File: src/rtl/tcb_phy_pkg.sv
/*
  TCB physical layout
  bus widths, lane count and the derived sizes of the data memory
*/

package tcb_phy_pkg;

  ////////////////////////////////////////
  // widths
  ////////////////////////////////////////

  // byte address
  localparam int unsigned tcb_adr_w = 12;
  // data bus
  localparam int unsigned tcb_dat_w = 32;
  // number of byte lanes
  localparam int unsigned tcb_bew = 4;
  // lane offset inside a word
  localparam int unsigned tcb_off_w = $clog2(tcb_bew);
  // width of one lane
  localparam int unsigned tcb_slw = tcb_dat_w / tcb_bew;

  ////////////////////////////////////////
  // memory size
  ////////////////////////////////////////

  // depth in words, covers the whole address space
  localparam int unsigned tcb_mem_depth = 2**tcb_adr_w / tcb_bew;

  ////////////////////////////////////////
  // types
  ////////////////////////////////////////

  typedef logic [tcb_adr_w-1:0] tcb_adr_t;
  typedef logic [tcb_dat_w-1:0] tcb_dat_t;
  typedef logic [tcb_bew-1:0]   tcb_ben_t;

endpackage : tcb_phy_pkg

File: src/rtl/tcb_lib_register.sv
/*
  TCB pipeline register
  one-entry valid/ready stage for any payload type
*/

`timescale 1ns/1ps

module tcb_lib_register
  import tcb_phy_pkg::*;
#(
  parameter type payload_t = tcb_dat_t
)(
  input  logic     clk,
  input  logic     arst_n,
  // upstream
  input  logic     in_vld,
  input  payload_t in_payload,
  output logic     in_rdy,
  // downstream
  output logic     out_vld,
  output payload_t out_payload,
  input  logic     out_rdy
);

  ////////////////////////////////////////
  // control
  ////////////////////////////////////////

  // stage is held off until the first clock after reset
  logic run;

  always_ff @(posedge clk or negedge arst_n) begin
    if (!arst_n) begin
      run <= 1'b0;
    end else begin
      run <= 1'b1;
    end
  end

  // space when empty or when the entry leaves this cycle
  assign in_rdy = run & (~out_vld | out_rdy);

  // load on input handshake, otherwise drain
  always_ff @(posedge clk or negedge arst_n) begin
    if (!arst_n) begin
      out_vld <= 1'b0;
    end else if (in_rdy) begin
      out_vld <= in_vld;
    end
  end

  ////////////////////////////////////////
  // payload
  ////////////////////////////////////////

  always_ff @(posedge clk) begin
    if (in_vld && in_rdy) begin
      out_payload <= in_payload;
    end
  end

endmodule : tcb_lib_register

File: config.mk
export PLATFORM = sky130hd
export DESIGN_NAME = tcb_lib_register
export DESIGN_NICKNAME = d
export VERILOG_FILES = /design/src/rtl/tcb_phy_pkg.sv /design/src/rtl/tcb_lib_register.sv
export SDC_FILE = /design/constraint.sdc
export NUM_CORES = 1
export LEC_CHECK = 0
export BUFFER_PORTS_ARGS = -buffer_cell sky130_fd_sc_hd__buf_2
export CORE_UTILIZATION = 43
export DETAILED_ROUTE_END_ITERATION = 10
export PLACE_DENSITY = 0.78
export SYNTH_ARGS = -nofsm -noshare
export SYNTH_HDL_FRONTEND = slang
export SYNTH_SLANG_ARGS = --single-unit
File: constraint.sdc
create_clock -name clk -period 6.15 [get_ports clk]
set_clock_uncertainty 0.2 [all_clocks]
set_input_delay 1.23 -clock clk [delete_from_list [all_inputs] [get_ports clk]]
set_output_delay 1.23 -clock clk [all_outputs]
set_load 0.05 [all_outputs]
Word-level counts from Yosys, hierarchy flattened
Cells that the tools add are included.
{"block": "word_totals", "reg_bits": 34, "in_bits": 36, "out_inout_bits": 34, "word_cells": 7}
{"block": "classes", "n_bitwise": 3, "n_reduce_logical": 1}
{"op": "$and A1 B1 Y1", "count": 1}
{"op": "$logic_and A1 B1 Y1", "count": 1}
{"op": "$not A1 Y1", "count": 1}
{"op": "$or A1 B1 Y1", "count": 1}

Depth between registers and ports, before layout
{"block": "logic_depth", "word_depth": 4, "ltp_mapped": 2, "depth_no_buf": 2}

Worst setup path after synthesis
OpenSTA, ideal clock, no wires.
{"block": "synth_path", "path_kind": "input to output", "startpoint": "in out_rdy", "endpoint": "out in_rdy", "arrival_time_ns": 2.397, "required_ns": 4.720, "setup_slack_ns": 2.323, "stages": 2, "n_path_buf": 0, "cell_sequence": "inv_1 -> a21boi_0"}
{"block": "synth_between", "elab_chain_cells": 2}
{"item": "from (decl)", "line": "tcb_lib_register.sv:22", "text": "input logic out_rdy"}
{"item": "$or A1 B1 Y1", "line": "tcb_lib_register.sv:41", "text": "assign in_rdy = run & (~out_vld | out_rdy);"}
{"item": "$and A1 B1 Y1", "line": "tcb_lib_register.sv:41"}
{"item": "to (decl)", "line": "tcb_lib_register.sv:18", "text": "output logic in_rdy,"}
Every way passes these cells.

Final worst setup path
Same ends and word-level chain as after synthesis.

==> key figures <==
Status
  • Outcome: finished clean

Power
  • Maximum vdd drop: about 180 uV
  • Pleak: about 0.00064 uW
  • Power density cells: ~290 nW/um^2

Global route
  • Number of global-route vias before repair: 603
  • Met2 usage: about a quarter
  • Total gr overflow: 0
  • Initial antenna violation count: 0
  • First-pass GRT wire length: around 2700 um
  • Busiest grt layer: met2
  • M3 GR Usage: under 10%
  • GRT Total Usage: between 10% and 20%
  • Maximum number of pins on one net before global-route repair: 33
  • Met1 usage: between 10% and 20%

Synth
  • Synthesized cell area: 1047 sq um
  • Top_reg_cell synth: edfxtp_1
  • Share of the synthesized area in the top cell type: between 90% and 100%
  • Post-synthesis async set-or-reset flop share: approximately 6%
  • Dominant cell type by area after synthesis: edfxtp_1
  • YS warnings: 0
  • Seq/Total Area, Yosys: roughly 97%
  • Synth cell types: 8
  • Most numerous cell in the Yosys netlist: edfxtp_1
  • Top post-synthesis cells by count: 32 x edfxtp_1, 2 x dfrtp_1, 2 x nand2_1
  • Ranking of synthesized cells by area: edfxtp_1 92%, dfrtp_1 4.8%, a22o_1 0.84%
  • Yosys reg bits: 34
  • EDFF count, synth: 32
  • Syn_nets: just under 80
  • Synthesized area per cell: about 26 sq um
  • Synth Instances: ~40

Floorplanning
  • Die span in x: 51.35 um
  • Chip Height: 51.35 um
  • Die footprint: 2637 sq um
  • # rows: 17
  • CORE AREA: ~2300 sq um
  • I/O pins: 70
  • Initial core utilization: 46.45%

Timing
  • Final Setup Violations: 0
  • Slew Viols, Final: 0
  • Worst hold slack: approximately 0.38 ns
  • Crit path time final: approximately 3.3 ns
  • Actual slew at the worst max-slew pin: 0.9455 ns
  • RSZ-0062 raised after global routing: false
  • Setup Total Neg Slack: 0 ns
  • Final worst-path cycle share: between 50 and 60%
  • Fmax: 307.7 MHz
  • Final Hold Vio Count: 0
  • Max-Slew Margin vs Limit: approximately 37%

Clock tree
  • Cts bufs inserted: 5
  • Clock Sinks: 34
  • Depth of the CTS H-tree: 2
  • CTS tree: done
  • Worst-skew pair later-pin latency: around 0.3 ns
  • Hold-fix buffers, CTS: 0
  • Clock-pin slew on the worst setup and hold paths: about 0.09 ns
  • Deepest clock path buffer count: 2
  • Root Buffer: clkbuf_4
  • # resized after CTS: 0
  • Postcts setup bufs: 0

Detailed routing
  • WL final: between 1500 and 2000 um
  • Final ANT Viol Nets: 0
  • Initial DRC Count: 4
  • WL/cell: 12.73 um
  • DR pass1 iterations: 3
  • DR DRC count: 0
  • Vias after detailed routing: 643
  • Via density: ~4.4

Layout
  • Nets: 153
  • Antenna Cells: 0
  • Area grow syn2layout: 42.06%
  • Post-Route Utilization: around 66%
  • Share of post-route cells with drive strength above 1: a little under two thirds

Worst setup path
  • Crit path to: in_rdy
  • Worst Setup End Kind: primary output
  • Crit path DAT: 1.82 ns
  • Startpoint Class: input pin
  • Worst reg2reg endpoint: out_payload[0]
  • R2R setup slack: between 4 and 5 ns
  • CP startpoint: out_rdy
  • R2r startpoint: run
  • WS Path Type: input pin to primary output
  • Required time of the critical path: 4.72 ns
  • Worst-path fanout max: 2
  • R2R cell count: 2

Min path
  • HP Class: flip-flop to flip-flop

Flow run
  • Max Cap Viol: 0

Placed design
  • Routability cong.: roughly 0.63
  • PortBufs: 69
-- sequential cells by signal (all words and copies together) (netlist names) --
register and flops:
run 1, out_vld 1, out_payload 32
-- critical path: stages --
cell and delay (ns):
buf_2 0.08, inv_1 0.07, a21boi_0 0.16, buf_2 0.28
-- per-layer routing --
| metal | wire length [um] | vias to the layer above | part of all wire, % |
|---|---|---|---|
| met4 | 0 | 0 | 0 |
| met3 | 260 | 0 | 14 |
| met1 | 649 | 287 | 35 |
| li1 | - | 308 | - |
| met5 | 0 | - | 0 |
| met2 | 948 | 48 | 51 |
-- area by class of cell --
cell class	count	area, sq um
flip-flops and latches	34	1011
fillers	172	767.0
repair buffers	69	345.3
multi-input cells	6	43.79
clock buffers	5	37.54
well taps	28	35.03
clock inverters	3	11.26
inverters	1	3.754
-- worst min-delay path by stage --
| stage | from | endpoint | slack (ns) | cells after the start |
|---|---|---|---|---|
| 2_1_floorplan | run | out_vld | 0.32 | 1 |
| 5_1_grt | run | out_vld | 0.40 | 1 |
| 4_1_cts | run | out_vld | 0.38 | 1 |
| 3_5_place_dp | run | out_vld | 0.35 | 1 |
| 6_report | run | out_vld | 0.38 | 1 |
| 3_3_place_gp | run | out_vld | 0.34 | 1 |
-- per-stage QoR --
stage                     total power, uW  setup WS, ns  area [sq um]  std cells
final                               432.2         2.900          1488        146
after detailed placement            336.0         2.897          1439        138
after CTS                           438.9         2.896          1488        146
after global placement              334.0         2.919          1439        138
after floorplan                     313.9         2.323          1047         41
after global routing                453.3         2.880          1488        146
-- kinds of logic (layout without fill, tap and decap cells) --
| logic type | count (synthesis) | after routing | synth area share [%] |
|---|---|---|---|
| buffers and inverters | 1 | 78 | 0.3581 |
| other | 1 | 1 | 0.3581 |
| AO/OA/AOI/OAI | 3 | 3 | 2.031 |
| flip-flops | 34 | 34 | 96.54 |
| AND/OR/NAND/NOR | 2 | 2 | 0.7171 |
-- cell usage in the layout (no fill, tap or decap) --
cell type / n
clkinv_1: 3
edfxtp_1: 32
clkbuf_4: 5
a22o_1: 1
nand2_1: 2
dfrtp_1: 2
a21boi_0: 1
buf_2: 69
inv_1: 1
conb_1: 1
a21oi_4: 1
-- power by group --
part,leakage (uW),internal (uW),total [uW],switching (uW)
combinational,0.000295,15.3,61.3,46.0
clock,0.0000277,40.7,102,61.6
sequential,0.000320,265,269,3.38
total,0.000642,321,432,111
Power figures use the tool's default switching activity.
