<file path="src/rtl/tcb_phy_pkg.sv">
/*
  TCB physical layout
  bus widths, lane count and the derived sizes of the data memory
*/

package tcb_phy_pkg;

  ////////////////////////////////////////
  // widths
  ////////////////////////////////////////

  // byte address
  localparam int unsigned tcb_adr_w = 12;
  // data bus
  localparam int unsigned tcb_dat_w = 32;
  // number of byte lanes
  localparam int unsigned tcb_bew = 4;
  // lane offset inside a word
  localparam int unsigned tcb_off_w = $clog2(tcb_bew);
  // width of one lane
  localparam int unsigned tcb_slw = tcb_dat_w / tcb_bew;

  ////////////////////////////////////////
  // memory size
  ////////////////////////////////////////

  // depth in words, covers the whole address space
  localparam int unsigned tcb_mem_depth = 2**tcb_adr_w / tcb_bew;

  ////////////////////////////////////////
  // types
  ////////////////////////////////////////

  typedef logic [tcb_adr_w-1:0] tcb_adr_t;
  typedef logic [tcb_dat_w-1:0] tcb_dat_t;
  typedef logic [tcb_bew-1:0]   tcb_ben_t;

endpackage : tcb_phy_pkg

</file>
<file path="src/rtl/tcb_txn_pkg.sv">
/*
  TCB transaction fields
  size code, response status, request sideband and memory-mode request
*/

package tcb_txn_pkg;

  import tcb_phy_pkg::*;

  // log2 of transfer size, code 3 is treated as misaligned
  typedef logic [1:0] tcb_siz_t;

  // response status, 1 is an error
  typedef logic tcb_sts_t;

  // cycles from register accept to response
  localparam int unsigned tcb_rsp_dly = 1;

  // reference-mode info carried along with a request
  // needed again to realign the read data
  typedef struct packed {
    logic [tcb_off_w-1:0] off;
    tcb_siz_t             siz;
    logic                 ndn;
    logic                 mal;
  } tcb_side_t;

  ////////////////////////////////////////
  // memory-mode request
  ////////////////////////////////////////

  typedef struct packed {
    logic      wen;
    tcb_adr_t  adr;
    tcb_ben_t  ben;
    tcb_dat_t  wdt;
    tcb_side_t side;
  } tcb_req_t;

endpackage : tcb_txn_pkg

</file>
<file path="src/rtl/tcb_lib_endianness.sv">
/*
  TCB reference to memory mode converter
  places write bytes into address lanes, builds byte enables,
  flags misaligned accesses and realigns read data
*/

`timescale 1ns/1ps

module tcb_lib_endianness
  import tcb_phy_pkg::*;
  import tcb_txn_pkg::*;
(
  // reference-mode request
  input  logic      sub_wen,
  input  tcb_adr_t  sub_adr,
  input  tcb_siz_t  sub_siz,
  input  logic      sub_ndn,
  input  tcb_dat_t  sub_wdt,
  // memory-mode request
  output logic      man_wen,
  output tcb_adr_t  man_adr,
  output tcb_ben_t  man_ben,
  output tcb_dat_t  man_wdt,
  output tcb_side_t man_side,
  // memory-mode response
  input  logic      mem_rsp_vld,
  input  tcb_dat_t  mem_rsp_rdt,
  input  tcb_sts_t  mem_rsp_sts,
  input  tcb_side_t mem_rsp_side,
  // reference-mode response
  output logic      rsp_vld,
  output tcb_dat_t  rsp_rdt,
  output tcb_sts_t  rsp_sts
);

  // index of the last value byte, (2**siz - 1) wrapped to the lane range
  function automatic logic [tcb_off_w-1:0] siz_last(input tcb_siz_t siz);
    return tcb_off_w'((1 << siz) - 1);
  endfunction

  ////////////////////////////////////////
  // alignment
  ////////////////////////////////////////

  logic                 mal;
  logic [tcb_off_w-1:0] off;
  logic [tcb_off_w-1:0] wr_last;

  assign off     = sub_adr[tcb_off_w-1:0];
  assign wr_last = siz_last(sub_siz);

  // offset must be a multiple of the size
  always_comb begin
    case (sub_siz)
      2'd0:    mal = 1'b0;
      2'd1:    mal = sub_adr[0];
      2'd2:    mal = |sub_adr[1:0];
      default: mal = 1'b1;
    endcase
  end

  assign man_wen = sub_wen;
  // word aligned address
  assign man_adr = {sub_adr[tcb_adr_w-1:tcb_off_w], {tcb_off_w{1'b0}}};

  // kept for the read path
  assign man_side = '{off: off, siz: sub_siz, ndn: sub_ndn, mal: mal};

  ////////////////////////////////////////
  // write lanes
  ////////////////////////////////////////

  logic [tcb_bew-1:0][tcb_slw-1:0] sub_wdt_b;
  logic [tcb_bew-1:0][tcb_slw-1:0] man_wdt_b;

  assign sub_wdt_b = sub_wdt;

  for (genvar i = 0; i < tcb_bew; i++) begin : gen_wr_lane
    logic [tcb_off_w-1:0] rel;
    logic [tcb_off_w-1:0] sel;

    // lane position relative to the first covered lane
    assign rel = tcb_off_w'(i) - off;

    // value byte feeding this lane
    // big endian mirrors the order inside the access
    always_comb begin
      if (sub_ndn) begin
        sel = off + wr_last - tcb_off_w'(i);
      end else begin
        sel = rel;
      end
    end

    assign man_wdt_b[i] = sub_wdt_b[sel];
    // lanes off .. off+size-1
    assign man_ben[i]   = (rel <= wr_last);
  end : gen_wr_lane

  assign man_wdt = man_wdt_b;

  ////////////////////////////////////////
  // read realignment
  ////////////////////////////////////////

  logic [tcb_bew-1:0][tcb_slw-1:0] mem_rdt_b;
  logic [tcb_bew-1:0][tcb_slw-1:0] rsp_rdt_b;
  logic [tcb_off_w-1:0]            rd_last;

  assign mem_rdt_b = mem_rsp_rdt;
  // sizing from the echoed sideband, not the current request
  assign rd_last   = siz_last(mem_rsp_side.siz);

  for (genvar j = 0; j < tcb_bew; j++) begin : gen_rd_byte
    logic [tcb_off_w-1:0] lane;

    // inverse of the write mapping
    always_comb begin
      if (mem_rsp_side.ndn) begin
        lane = mem_rsp_side.off + rd_last - tcb_off_w'(j);
      end else begin
        lane = mem_rsp_side.off + tcb_off_w'(j);
      end
    end

    // bytes above the size are zero
    assign rsp_rdt_b[j] = (tcb_off_w'(j) <= rd_last) ? mem_rdt_b[lane] : '0;
  end : gen_rd_byte

  assign rsp_rdt = rsp_rdt_b;

  // status and timing pass straight through
  assign rsp_vld = mem_rsp_vld;
  assign rsp_sts = mem_rsp_sts;

endmodule : tcb_lib_endianness

</file>
<file path="config.mk">
export PLATFORM = sky130hd
export DESIGN_NAME = tcb_lib_endianness
export DESIGN_NICKNAME = d
export VERILOG_FILES = /design/src/rtl/tcb_phy_pkg.sv /design/src/rtl/tcb_txn_pkg.sv /design/src/rtl/tcb_lib_endianness.sv
export SDC_FILE = /design/constraint.sdc
export NUM_CORES = 1
export LEC_CHECK = 0
export BUFFER_PORTS_ARGS = -buffer_cell sky130_fd_sc_hd__clkbuf_2
export CAP_MARGIN = 40
export CORE_ASPECT_RATIO = 1.1
export CORE_MARGIN = 2
export CORE_UTILIZATION = 46
export DETAILED_ROUTE_END_ITERATION = 16
export GPL_TIMING_DRIVEN = 0
export MAX_ROUTING_LAYER = met4
export PLACE_DENSITY = 0.91
export SYNTH_ARGS = -nofsm -noshare
export SYNTH_HDL_FRONTEND = slang
export SYNTH_SLANG_ARGS = --single-unit
</file>
<file path="constraint.sdc">
create_clock -name vclk -period 5.9
set_input_delay 0.59 -clock vclk [all_inputs]
set_output_delay 0.59 -clock vclk [all_outputs]
set_load 0.05 [all_outputs]
</file>
Yosys cells after proc, flatten, opt, wreduce, memory -nomap -nowiden
Index checks and enable logic that the tools add are counted.
- bits of input ports: 88
- register bits after elaboration: 0
- logic and storage cells: 68
- shifts and indexed selects: 2
- add/sub/neg operators: 17
- equality and inequality tests: 2
- reductions and logical operators: 2
- order comparisons: 16
- multiplexer cells: 29
- operators with widths (kind ; count):
    8-bit binary-select mux with 2-bit select ; 8
    8-bit two-way mux ; 12
    2-bit by 3-bit less-than comparator with 1-bit output, second input constant ; 8
    2-bit two-way mux ; 8
    2-bit subtractor, second input constant ; 6
    2-bit less-or-equal comparator ; 4
    2-bit adder ; 2
    2-bit adder, second input constant ; 2
    1-bit by 2-bit less-or-equal comparator with 1-bit output, first input constant ; 2
    2-bit less-or-equal comparator, first input constant ; 2
    1-bit by 2-bit << shifter with 2-bit output, first input constant ; 2
    1-bit by 2-bit subtractor with 2-bit output, first input constant ; 2
    2-bit by 1-bit subtractor with 2-bit output, second input constant ; 2
    2-bit subtractor, first input constant ; 2
    1-bit case mux with 3 select lines ; 1
    2-bit by 1-bit adder with 2-bit output, second input constant ; 1
    2-bit by 1-bit equality test with 1-bit output, second input constant ; 1
    2-bit equality test, second input constant ; 1
    2-bit zero test ; 1
    2-bit OR reduction ; 1

Longest topological paths before layout
- depth after elaboration: 8
- mapped depth: 11

Least setup slack after synthesis
OpenSTA, ideal clock, no wires.
- path type: input-to-output
- start point: in mem_rsp_side[3] (netlist name)
- end point: out rsp_rdt[23]
- slack: 1.494 ns
- cell stages on the path: 11
- data arrival time: 3.816 ns
- path through: or2_2 clkbuf_1 clkbuf_1 ha_1 buf_4 xor2_1 or3_1 clkbuf_2 and2_1 buf_4 a211oi_1
- longest elaborated chain between the ends: 8
- elaborated cells on any way between the ends: 9
- ends and longest elaborated chain (what ; line ; text):
    start, declared ; tcb_lib_endianness.sv:29 ; input tcb_side_t mem_rsp_side,
    1-bit by 2-bit << shifter with 2-bit output (*) ; tcb_lib_endianness.sv:38 ; return tcb_off_w'((1 << siz) - 1);
    2-bit subtractor (*) ; tcb_lib_endianness.sv:38 ;
    2-bit adder ; tcb_lib_endianness.sv:120 ; lane = mem_rsp_side.off + rd_last - tcb_off_w'(j);
    2-bit subtractor ; tcb_lib_endianness.sv:120 ;
    2-bit two-way mux ; tcb_lib_endianness.sv:119 ; if (mem_rsp_side.ndn) begin
    8-bit binary-select mux with 2-bit select ; tcb_lib_endianness.sv:127 ; assign rsp_rdt_b[j] = (tcb_off_w'(j) <= rd_last) ? mem_rdt_b[lane] : '0;
    8-bit two-way mux (implied by the code) ; tcb_lib_endianness.sv:127 ;
    8-bit two-way mux (*) ; tcb_lib_endianness.sv:127 ;
    end, declared ; tcb_lib_endianness.sv:32 ; output tcb_dat_t rsp_rdt,
Every way passes the cells marked *; elsewhere a longest branch is shown, timed or not. The select of a mux whose other input is x is not followed.

Final worst setup path
- start point: in mem_rsp_side[3] (netlist name)
- end point: out rsp_rdt[3]
- longest elaborated chain between the ends: 7
- elaborated cells on any way between the ends: 8
- ends and longest elaborated chain (what ; line):
    1-bit by 2-bit << shifter with 2-bit output (*) ; tcb_lib_endianness.sv:38
    2-bit subtractor (*) ; tcb_lib_endianness.sv:38
    2-bit adder ; tcb_lib_endianness.sv:120
    2-bit two-way mux ; tcb_lib_endianness.sv:119
    8-bit binary-select mux with 2-bit select ; tcb_lib_endianness.sv:127
    8-bit two-way mux (implied by the code) ; tcb_lib_endianness.sv:127
    8-bit two-way mux (*) ; tcb_lib_endianness.sv:127
Marks and branches as above.

==> results.cfg <==
[status]
status = finished, final reports clean

[sta]
max_freq_mhz = 237
period_minus_slack_ps = 4210
holdWs_ps = 1510
fin_tns_setup_ps = 0
fin_ws_ps = 1690
drv_slew = 0
worst_pin_slew_ps = 697
setup_viol = 0
slew_headroom_pct = 52.6
rsz0062_at_grt = no
fin_crit_sh_pct = 71.4
hold_viol_final = 0

[clock_network]
post_cts_buffers = 0
cts-resized-gates = 0
cts_hold_buffers = 0

[final_layout]
seq_cells = 0
num_antenna_cells = 0
fin_nets = 532
area_growth_syn_to_layout_pct = 37.7
stdcell_area_mm2 = 0.00320
clock_buffers = 0
drive_gt1_share_pct = 51.2
finalNonFillerCells = 490
seq_area_um2 = 0

[min_path]
hold_path.class = primary input to output port

[synthesis]
ys_seq_area_share_pct = 0
yosysWarnings = 0
ys_types = 32
syn_inst = 271
synth_top_area_cell = mux2i_1
yosysMostFrequentCell = mux2i_1
synth_top_area_share_pct = 51.7
mappedNetlistArea_mm2 = 0.00232
synthTopCellsByCount = 120 x mux2i_1, 36 x nand2_1, 27 x buf_4
avgSynthCellArea_um2 = 8.58
synth_area_leaders = mux2i_1 52%, buf_4 8.7%, mux2_2 8.2%

[worst_setup_path]
cp_data_arrival_time_ps = 3620
criticalPathCategory = primary input to output port
crit_fanout = 11
start_kind = primary input
cp-end-kind = output port
required_ps = 5310

[die]
ios = 177
floorplan.die.height_um = 78.6
core-area_mm2 = 0.00493
die_w_um = 71.8
die-area_mm2 = 0.00564
start_util_pct = 47.1
rows = 27

[grt]
grt_max_degree = 12
grt_overflow_total = 0
antenna_found_initial = 0
grt_usage_pct = 25.6
grt_pass1_vias = 2639
grt_pass1_wl_um = 11800

[pwr]
max-vdd-ir-drop_v = 0.000171
cellLeakagePower_nw = 1.97
power_density_mw_per_mm2 = 248

[drt]
via_count = 2710
drc = 0
vias_per_cell = 5.53
wirelength_um = 7790
drt_first_iter_violations = 111
wl_per_cell_um = 15.9
postRouteAntennaNets = 0
dr.pass1.iters = 4

[placement]
numPortBuffers = 160
dpl.cell_count = 490
hpwl_um = 6600
dpl-instance-area_mm2 = 0.00320
dp_worst_setup_slack_ps = 1720
place.gp.congestion = 0.919

[job]
cap_violations = 0
==> metrics by stage <==
step	power (W)	util (%)
2_1_floorplan	0.000615	-
3_3_place_gp	0.000775	64.9
3_5_place_dp	0.000788	64.9
4_1_cts	0.000790	64.9
5_1_grt	0.000826	64.9
6_report	0.000793	64.9
==> worst paths after layout <==
check	startpoint	end	slack (ps)	depth (start not counted)
max	mem_rsp_side[3]	rsp_rdt[3]	1690	12
min	sub_adr[10]	man_adr[10]	1510	2
==> per-layer routing <==
metal	GRT usage [%]	vias up	part of all wire (%)
met5	-	-	0
met1	29.5	1288	39
li1	-	1274	-
met3	1.03	25	5.0
met2	47.7	123	53
met4	7.17	0	2.7
==> layout make-up <==
class	instances	area [um^2]
multi-input combinational	225	2040
tap	58	72.6
timing repair buffer	160	801
inverter	7	26.3
fill	431	1730
buffer	40	260
==> cell families after synthesis <==
logic type | Yosys count | synth area share, %
simple gates | 49 | 9.31
xor+xnor | 5 | 3.71
mux | 143 | 63.8
fa+ha+maj | 10 | 6.03
buf+inv | 47 | 12.3
compound gates | 16 | 4.63
other cells | 1 | 0.161
==> worst max-delay path, stage by stage <==
cell      delay [ps]
clkbuf_2          80
or2_2            280
clkbuf_1         190
clkbuf_1         300
ha_1             370
buf_4            180
xor2_1           170
o21ai_1          430
and2_1           200
buf_4            190
mux2i_1          300
clkbuf_2         330
==> where the power goes <==
group / total, W / switching (W) / internal (W)
Clock: 0 / 0 / 0
Combinational: 0.000793 / 0.000561 / 0.000232
Sequential: 0 / 0 / 0
Total: 0.000793 / 0.000561 / 0.000232
==> cell usage in the layout, fill, tap and decap left out, types with 6 or more instances in the layout <==
cell	netlist	final
clkbuf_2	1	161
mux2i_1	120	120
nand2_1	36	36
buf_4	27	27
mux2_2	17	17
a211oi_1	8	8
ha_1	8	8
inv_1	7	7
and3_1	7	7
buf_2	6	6
(Power assumes the default switching activity.)
